==> config.mk <==
export PLATFORM = sky130hd
export DESIGN_NAME = sd_spi_top
export DESIGN_NICKNAME = d
export VERILOG_FILES = /design/src/design/sd_spi_pkg.sv /design/src/design/zx_bus_pkg.sv /design/src/design/sd_port_decoder.sv /design/src/design/sd_spi_top.sv /design/src/design/spi_master.sv /design/src/design/spi_tx_fifo.sv
export SDC_FILE = /design/constraint.sdc
export NUM_CORES = 1
export LEC_CHECK = 0
export BUFFER_PORTS_ARGS = -buffer_cell sky130_fd_sc_hd__buf_2
export CORE_MARGIN = 8
export CORE_UTILIZATION = 40
export DETAILED_ROUTE_END_ITERATION = 16
export PLACE_DENSITY = 0.65
export SYNTH_ARGS = -nofsm -noshare
export SYNTH_HDL_FRONTEND = slang
export SYNTH_SLANG_ARGS = --single-unit
==> constraint.sdc <==
create_clock -name fclk -period 3 [get_ports fclk]
set_input_delay 0.3 -clock fclk [delete_from_list [all_inputs] [get_ports fclk]]
set_output_delay 0.3 -clock fclk [all_outputs]
set_load 0.02 [all_outputs]
==> src/design/sd_spi_pkg.sv <==
package sd_spi_pkg;

	// shifter state
	typedef enum logic {
		SPI_IDLE,
		SPI_SHIFT
	} spi_state_e;

	// status byte layout, the other bits read as zero
	localparam int STAT_BUSY_BIT = 0;
	localparam int STAT_OVF_BIT  = 1;

	// bits per transfer
	localparam int SPI_BITS = 8;

	// fclk cycles per phase cycle, one SPI bit each
	localparam int PHASES = 4;

endpackage

==> src/design/zx_bus_pkg.sv <==
package zx_bus_pkg;

	// one byte on the Z80 data bus
	typedef logic [7:0] zbyte_t;

	// low address bytes of the SD ports, high byte is not decoded
	localparam zbyte_t SD_DATA_PORT = 8'h57;
	localparam zbyte_t SD_CTRL_PORT = 8'h77;

	// byte clocked out by a data port read
	localparam zbyte_t IDLE_BYTE = 8'hFF;

	// what a single io strobe means to the SD link
	typedef enum logic [2:0] {
		PORT_NONE,
		PORT_DATA_WR,
		PORT_DATA_RD,
		PORT_CTRL_WR,
		PORT_CTRL_RD
	} port_op_e;

endpackage

==> src/design/sd_port_decoder.sv <==
`timescale 1ns/1ps

module sd_port_decoder (
	input  logic               fclk,
	input  logic               rst_n,

	// synchronised Z80 io strobes
	input  logic               io_wr,
	input  logic               io_rd,
	input  logic [15:0]        a,
	input  zx_bus_pkg::zbyte_t din,
	output zx_bus_pkg::zbyte_t dout,
	output logic               dout_ena,

	// transmit queue
	output logic               push,
	output zx_bus_pkg::zbyte_t push_data,
	input  logic               full,
	input  logic               empty,

	// SPI master side
	input  logic               active,
	input  logic               rx_valid,
	input  zx_bus_pkg::zbyte_t rx_data,

	output logic               sdcs_n
);

	import zx_bus_pkg::*;
	import sd_spi_pkg::*;

	port_op_e op;
	zbyte_t   rx_byte;
	zbyte_t   status;
	logic     ovf;

	// only the low address byte selects the port
	always_comb begin
		op = PORT_NONE;
		if (io_wr) begin
			if (a[7:0] == SD_DATA_PORT)
				op = PORT_DATA_WR;
			else if (a[7:0] == SD_CTRL_PORT)
				op = PORT_CTRL_WR;
		end else if (io_rd) begin
			if (a[7:0] == SD_DATA_PORT)
				op = PORT_DATA_RD;
			else if (a[7:0] == SD_CTRL_PORT)
				op = PORT_CTRL_RD;
		end
	end

	always_comb begin
		status = '0;
		status[STAT_BUSY_BIT] = !empty || active;
		status[STAT_OVF_BIT]  = ovf;
	end

	always_ff @(posedge fclk or negedge rst_n) begin
		if (!rst_n) begin
			push     <= 1'b0;
			dout_ena <= 1'b0;
			sdcs_n   <= 1'b1;
			ovf      <= 1'b0;
			rx_byte  <= IDLE_BYTE;
		end else begin
			// both data port accesses start a transfer
			push     <= (op == PORT_DATA_WR) || (op == PORT_DATA_RD);
			dout_ena <= (op == PORT_DATA_RD) || (op == PORT_CTRL_RD);

			if (op == PORT_CTRL_WR)
				sdcs_n <= din[0];

			// a lost byte outweighs a simultaneous clear
			if (push && full)
				ovf <= 1'b1;
			else if (op == PORT_CTRL_WR)
				ovf <= 1'b0;

			if (rx_valid)
				rx_byte <= rx_data;
		end
	end

	always_ff @(posedge fclk) begin
		push_data <= (op == PORT_DATA_WR) ? din : IDLE_BYTE;
		// a data read sees the byte from before its own transfer
		dout <= (op == PORT_DATA_RD) ? rx_byte : status;
	end

endmodule

==> src/design/sd_spi_top.sv <==
`timescale 1ns/1ps

module sd_spi_top #(
	parameter int FIFO_DEPTH = 4
) (
	input  logic               fclk,
	input  logic               rst_n,

	// z80 io, already synchronised
	input  logic               io_wr,
	input  logic               io_rd,
	input  logic [15:0]        a,
	input  zx_bus_pkg::zbyte_t din,
	output zx_bus_pkg::zbyte_t dout,
	output logic               dout_ena,

	// sdcard
	output logic               sdcs_n,
	output logic               sdclk,
	output logic               sddo,
	input  logic               sddi
);

	import zx_bus_pkg::*;

	logic   push;
	zbyte_t push_data;
	logic   pop;
	zbyte_t pop_data;
	logic   full;
	logic   empty;
	logic   active;
	logic   rx_valid;
	zbyte_t rx_data;

	sd_port_decoder sd_port_decoder
	(
		.fclk(fclk),
		.rst_n(rst_n),
		.io_wr(io_wr),
		.io_rd(io_rd),
		.a(a),
		.din(din),
		.dout(dout),
		.dout_ena(dout_ena),
		.push(push),
		.push_data(push_data),
		.full(full),
		.empty(empty),
		.active(active),
		.rx_valid(rx_valid),
		.rx_data(rx_data),
		.sdcs_n(sdcs_n)
	);

	spi_tx_fifo #(
		.FIFO_DEPTH(FIFO_DEPTH)
	) spi_tx_fifo
	(
		.fclk(fclk),
		.rst_n(rst_n),
		.push(push),
		.push_data(push_data),
		.pop(pop),
		.pop_data(pop_data),
		.full(full),
		.empty(empty)
	);

	spi_master spi_master
	(
		.fclk(fclk),
		.rst_n(rst_n),
		.empty(empty),
		.pop_data(pop_data),
		.pop(pop),
		.active(active),
		.rx_valid(rx_valid),
		.rx_data(rx_data),
		.sdclk(sdclk),
		.sddo(sddo),
		.sddi(sddi)
	);

endmodule

==> src/design/spi_master.sv <==
`timescale 1ns/1ps

module spi_master (
	input  logic               fclk,
	input  logic               rst_n,

	// transmit queue
	input  logic               empty,
	input  zx_bus_pkg::zbyte_t pop_data,
	output logic               pop,

	// towards the port decoder
	output logic               active,
	output logic               rx_valid,
	output zx_bus_pkg::zbyte_t rx_data,

	// card pins
	output logic               sdclk,
	output logic               sddo,
	input  logic               sddi
);

	import zx_bus_pkg::*;
	import sd_spi_pkg::*;

	localparam int PH_W  = $clog2(PHASES);
	localparam int CNT_W = $clog2(SPI_BITS);

	spi_state_e       state;
	logic [PH_W-1:0]  ph;
	logic             c0;
	logic             c2;
	logic [CNT_W-1:0] bit_cnt;
	logic             last_bit;
	zbyte_t           sr;

	// free running phase, c0 opens a bit and c2 is its middle
	assign c0 = (ph == '0);
	assign c2 = (ph == PH_W'(PHASES / 2));

	assign last_bit = (bit_cnt == CNT_W'(SPI_BITS - 1));

	// next byte is taken only at a bit boundary
	assign pop    = (state == SPI_IDLE) && !empty && c0;
	assign active = (state == SPI_SHIFT);

	// received bits have replaced the sent ones by the end
	assign rx_data = sr;

	always_ff @(posedge fclk or negedge rst_n) begin
		if (!rst_n) begin
			ph       <= '0;
			state    <= SPI_IDLE;
			bit_cnt  <= '0;
			sdclk    <= 1'b0;
			sddo     <= 1'b1;
			rx_valid <= 1'b0;
		end else begin
			ph       <= ph + 1'b1;
			rx_valid <= 1'b0;

			case (state)
				SPI_IDLE: begin
					if (pop) begin
						state   <= SPI_SHIFT;
						bit_cnt <= '0;
						sddo    <= pop_data[SPI_BITS-1];
					end
				end

				SPI_SHIFT: begin
					if (c2) begin
						sdclk <= 1'b1;
					end else if (c0) begin
						sdclk <= 1'b0;
						if (last_bit) begin
							state    <= SPI_IDLE;
							rx_valid <= 1'b1;
							sddo     <= 1'b1;
						end else begin
							bit_cnt <= bit_cnt + 1'b1;
							sddo    <= sr[SPI_BITS-1];
						end
					end
				end

				default: state <= SPI_IDLE;
			endcase
		end
	end

	// one register shifts out MSB first and shifts the reply in
	always_ff @(posedge fclk) begin
		if (pop)
			sr <= pop_data;
		else if ((state == SPI_SHIFT) && c2)
			sr <= {sr[SPI_BITS-2:0], sddi};
	end

endmodule

==> src/design/spi_tx_fifo.sv <==
`timescale 1ns/1ps

module spi_tx_fifo #(
	parameter int FIFO_DEPTH = 4
) (
	input  logic               fclk,
	input  logic               rst_n,

	input  logic               push,
	input  zx_bus_pkg::zbyte_t push_data,

	input  logic               pop,
	output zx_bus_pkg::zbyte_t pop_data,

	output logic               full,
	output logic               empty
);

	import zx_bus_pkg::*;

	localparam int PTR_W = $clog2(FIFO_DEPTH);
	localparam int CNT_W = $clog2(FIFO_DEPTH + 1);

	zbyte_t           mem [FIFO_DEPTH];
	logic [PTR_W-1:0] wr_ptr;
	logic [PTR_W-1:0] rd_ptr;
	logic [CNT_W-1:0] count;
	logic             do_push;
	logic             do_pop;

	// a pop in the same cycle frees the slot for a push
	assign full  = (count == CNT_W'(FIFO_DEPTH)) && !pop;
	assign empty = (count == '0);

	// requests that cannot be served are ignored
	assign do_push = push && !full;
	assign do_pop  = pop && !empty;

	// head is visible without a read cycle
	assign pop_data = mem[rd_ptr];

	always_ff @(posedge fclk or negedge rst_n) begin
		if (!rst_n) begin
			wr_ptr <= '0;
			rd_ptr <= '0;
			count  <= '0;
		end else begin
			// pointers wrap by hand so any depth works
			if (do_push)
				wr_ptr <= (wr_ptr == PTR_W'(FIFO_DEPTH - 1)) ? '0 : wr_ptr + 1'b1;
			if (do_pop)
				rd_ptr <= (rd_ptr == PTR_W'(FIFO_DEPTH - 1)) ? '0 : rd_ptr + 1'b1;
			if (do_push && !do_pop)
				count <= count + 1'b1;
			else if (do_pop && !do_push)
				count <= count - 1'b1;
		end
	end

	always_ff @(posedge fclk) begin
		if (do_push)
			mem[wr_ptr] <= push_data;
	end

endmodule

==> summary.md <==
| Metric | Value |
|---|---|
| Initial antenna violation count | 0 |
| YS warnings | 0 |
| TritonCTS Buffers | 9 |
| Most frequent cells in the layout | edfxtp_1, buf_2, mux2_2 |
| Longest Clk Path Bufs | 2 |
| First drt pass iteration count | 4 |
| Vias | 1728 |
| Worst-Margin Slew | 0.890 ns |
| Ys async rst share | 0.333 |
| Max FO, Critical Path | 9 |
| Post-CTS Setup Bufs | 0 |
| Pwr dens | 717 mW/mm2 |
| Largest net degree at the start of global routing | 29 |
| First-pass GRT wire length | 8.91 mm |
| Initial Utilization | 0.409 |
| Setup-failing EPs final | 0 |
| CTS root buf | clkbuf_8 |
| Sequential-to-total area share from yosys stat | 0.668 |
| Psw | 0.736 mW |
| Row Count | 33 |
| Worst slack at placement | 0.701 ns |
| CTS resizes | 0 |
| H-tree depth | 3 |
| Share of layout cells above drive strength 1 | 0.384 |
| DRC | 0 |
| Inst Count DP | 343 |
| Post-synthesis cell type count | 39 |
| Worst-path clk slew | 0.09 ns |
| Status | finished, final reports clean |
| Die Width | 107 um |
| Clk sinks | 84 |
| Final min period | 2.32 ns |
| GRT busiest layer | met2 |
| Power share of the clock group | 0.293 |
| Fin nets | 290 |
| Die height | 107 um |
| Leak | 1.58 nW |
| Clock Skews | 0.0111 ns |
| Worst Min Path Start | din[1] |
| RSZ-0062 raised after global routing | false |
| CP required | 3.27 ns |
| Tcrit/Tclk final | 0.773 |
| Max frequency | 431 MHz |
| GR Util met2 | 0.163 |
| Routability cong. | 0.742 |
| Final WL | 5.36 mm |
| Worst hold path type | in -> reg |
| PnR worst setup slack | 0.682 ns |
| Slack of the worst reg-to-reg path | 0.68 ns |
| Hold slack final | 0.120 ns |
| RR Startpoint | spi_master.ph[0] |
| Met1 Usage GRT | 0.117 |
| Cell Area, Placed | 0.00363 mm2 |
| Final Hold Vio Count | 0 |
| Setup TNS Final | 0 ns |
| Total power | 2.75 mW |
| Mapped Area | 0.00335 mm2 |
| Final ANT Viol Nets | 0 |
| Hold path cells | 2 |
| Final core occ | 0.470 |
| GRT Residual Overflow | 0 |
| Max_slew headroom | 0.402 |
| Drt wl/cell | 14.9 um |
| Avg Cell Area, Syn | 16.0 um2 |
| Area of the core | 0.00818 mm2 |
| Max-slew violations | 0 |
| Post-synth EDFFs | 40 |
| Setup crit end kind | flip-flop |
| Inserted Diodes | 0 |
| Hold EP | sd_port_decoder.push_data[1] |
| Cell Count, Final, Fillers Out | 360 |
| Filler Cell Count | 729 |
| Vias in the first global route | 1848 |
| Crit start category | flip-flop |
| Port Buffers | 32 |
| # Max-Cap Violations | 0 |
| Gate power share | 0.140 |
| Synth-to-Final Area Change | 14.8% |
| TritonCTS clock tree | built |
| Clock Latency Late Sink | 0.35 ns |
| Die Area | 0.0115 mm2 |
| Final Cell Area | 0.00384 mm2 |
| Flop pwr share | 0.568 |
| Crit path DAT | 2.59 ns |
| FF-to-FF End | spi_tx_fifo.count[2] |
| Synthesized flop and latch total | 84 |
| Worst reg-to-reg path cell count | 11 |
| Top-Level Pins | 41 |
| HPWL after DPL | 3.75 mm |
| Top FF cell, synth | edfxtp_1 |
| GRT Total Usage | 0.102 |
| VDD IR max | 345 uV |
| Syn Inst Count | 209 |
| DRT iter0 DRCs | 54 |
| Syn_nets | 249 |
| Switching Fraction | 0.267 |
| Commonest non-fill, non-tap cell in the layout | edfxtp_1 |
| Global Route met3 Usage | 0.0287 |
| P_int | 2.02 mW |
| Vias per cell | 4.80 |
| WS Path Type | reg -> reg |
[registers in the layout, summed over array words and instances, names as in the netlist]
name                       cells
sd_port_decoder.push_data      8
sd_port_decoder.push           1
sd_port_decoder.ovf            1
spi_master.active              1
sd_port_decoder.rx_byte        8
spi_tx_fifo.wr_ptr             2
spi_master.sdclk               1
spi_master.sddo                1
spi_master.ph                  2
spi_master.rx_data             8
spi_master.bit_cnt             3
sd_port_decoder.sdcs_n         1
spi_tx_fifo.rd_ptr             2
spi_tx_fifo.mem               32
spi_master.rx_valid            1
sd_port_decoder.dout           8
sd_port_decoder.dout_ena       1
spi_tx_fifo.count              3
[synthesized netlist by cell type, types with 2 or more instances]
cell type	instances	area, um2
a21oi_1	3	15.0
and2_1	10	62.6
buf_2	3	15.0
clkbuf_1	2	7.51
dfrtp_1	18	450
dfstp_2	10	263
dfxtp_1	16	320
edfxtp_1	40	1200
ha_1	10	125
inv_1	12	45.0
mux2_2	24	270
mux4_2	8	180
nand2_1	6	22.5
nand2b_1	10	62.6
nand3_1	2	10.0
nand4_1	2	12.5
nor2_1	7	26.3
nor3_1	2	10.0
nor4bb_1	2	20.0
o2bb2ai_1	2	17.5
xor2_1	2	17.5
[cell type report]
cell class,instances,area (um2),area share
sequential,84,2230,0.582
tap,105,131,0.0342
clock inverter,6,72.6,0.0189
inverter,12,45.0,0.0117
clock buffer,10,128,0.0332
timing repair buffer,35,185,0.0482
multi-input combinational,108,1040,0.272
[worst max-delay path by stage]
stage	start	to	slack (ns)	depth (start not counted)
6_report	spi_master.ph[0]	spi_tx_fifo.count[2]	0.68	11
5_1_grt	spi_master.ph[0]	spi_tx_fifo.count[2]	0.48	11
4_1_cts	spi_master.ph[0]	spi_tx_fifo.count[2]	0.66	11
3_5_place_dp	spi_master.ph[0]	spi_tx_fifo.count[2]	0.70	11
3_3_place_gp	spi_master.ph[0]	spi_tx_fifo.count[2]	0.74	11
2_1_floorplan	spi_master.ph[0]	spi_tx_fifo.count[1]	0.73	10
[cell families after synthesis]
group | synth area share
simple gates | 0.104
xor+xnor | 0.00785
compound gates | 0.0194
fa+ha+maj | 0.0434
buf+inv | 0.0202
mux | 0.138
flops | 0.668
[worst max-delay path, cell delays in order, from the launching register on]
cell and delay [ns]:
dfrtp_1 0.36, inv_1 0.09, ha_1 0.32, nand2b_2 0.11, a31oi_1 0.17, buf_4 0.17, ha_1 0.19, inv_1 0.06
fa_1 0.37, xor2_1 0.15, nor2_1 0.11, xor2_1 0.15
[power by group through the flow]
| stage | Combinational [mW] | Clock (mW) | Sequential (mW) |
|---|---|---|---|
| final | 0.384 | 0.806 | 1.56 |
| after global routing | 0.429 | 0.879 | 1.60 |
| after CTS | 0.391 | 0.838 | 1.57 |
| after detailed placement | 0.388 | 0 | 1.60 |
| after global placement | 0.372 | 0 | 1.59 |
| after floorplan | 0.364 | 0 | 1.50 |
[repair_timing]
action / CTS / global route
hold buffers: 1 / 0
endpoints found under the setup margin: 0 / 0
hold endpoints to repair: 18 / 0
[per-layer routing]
metal  part of all wire  routed length (um)  vias up
li1                   -                   -      842
met1               0.44                2380      849
met2               0.48                2600       27
met3              0.045                 242       10
met4              0.025                 136        0
met5                  0                   0        -
Note: power is estimated with default switching activity, not from simulation.
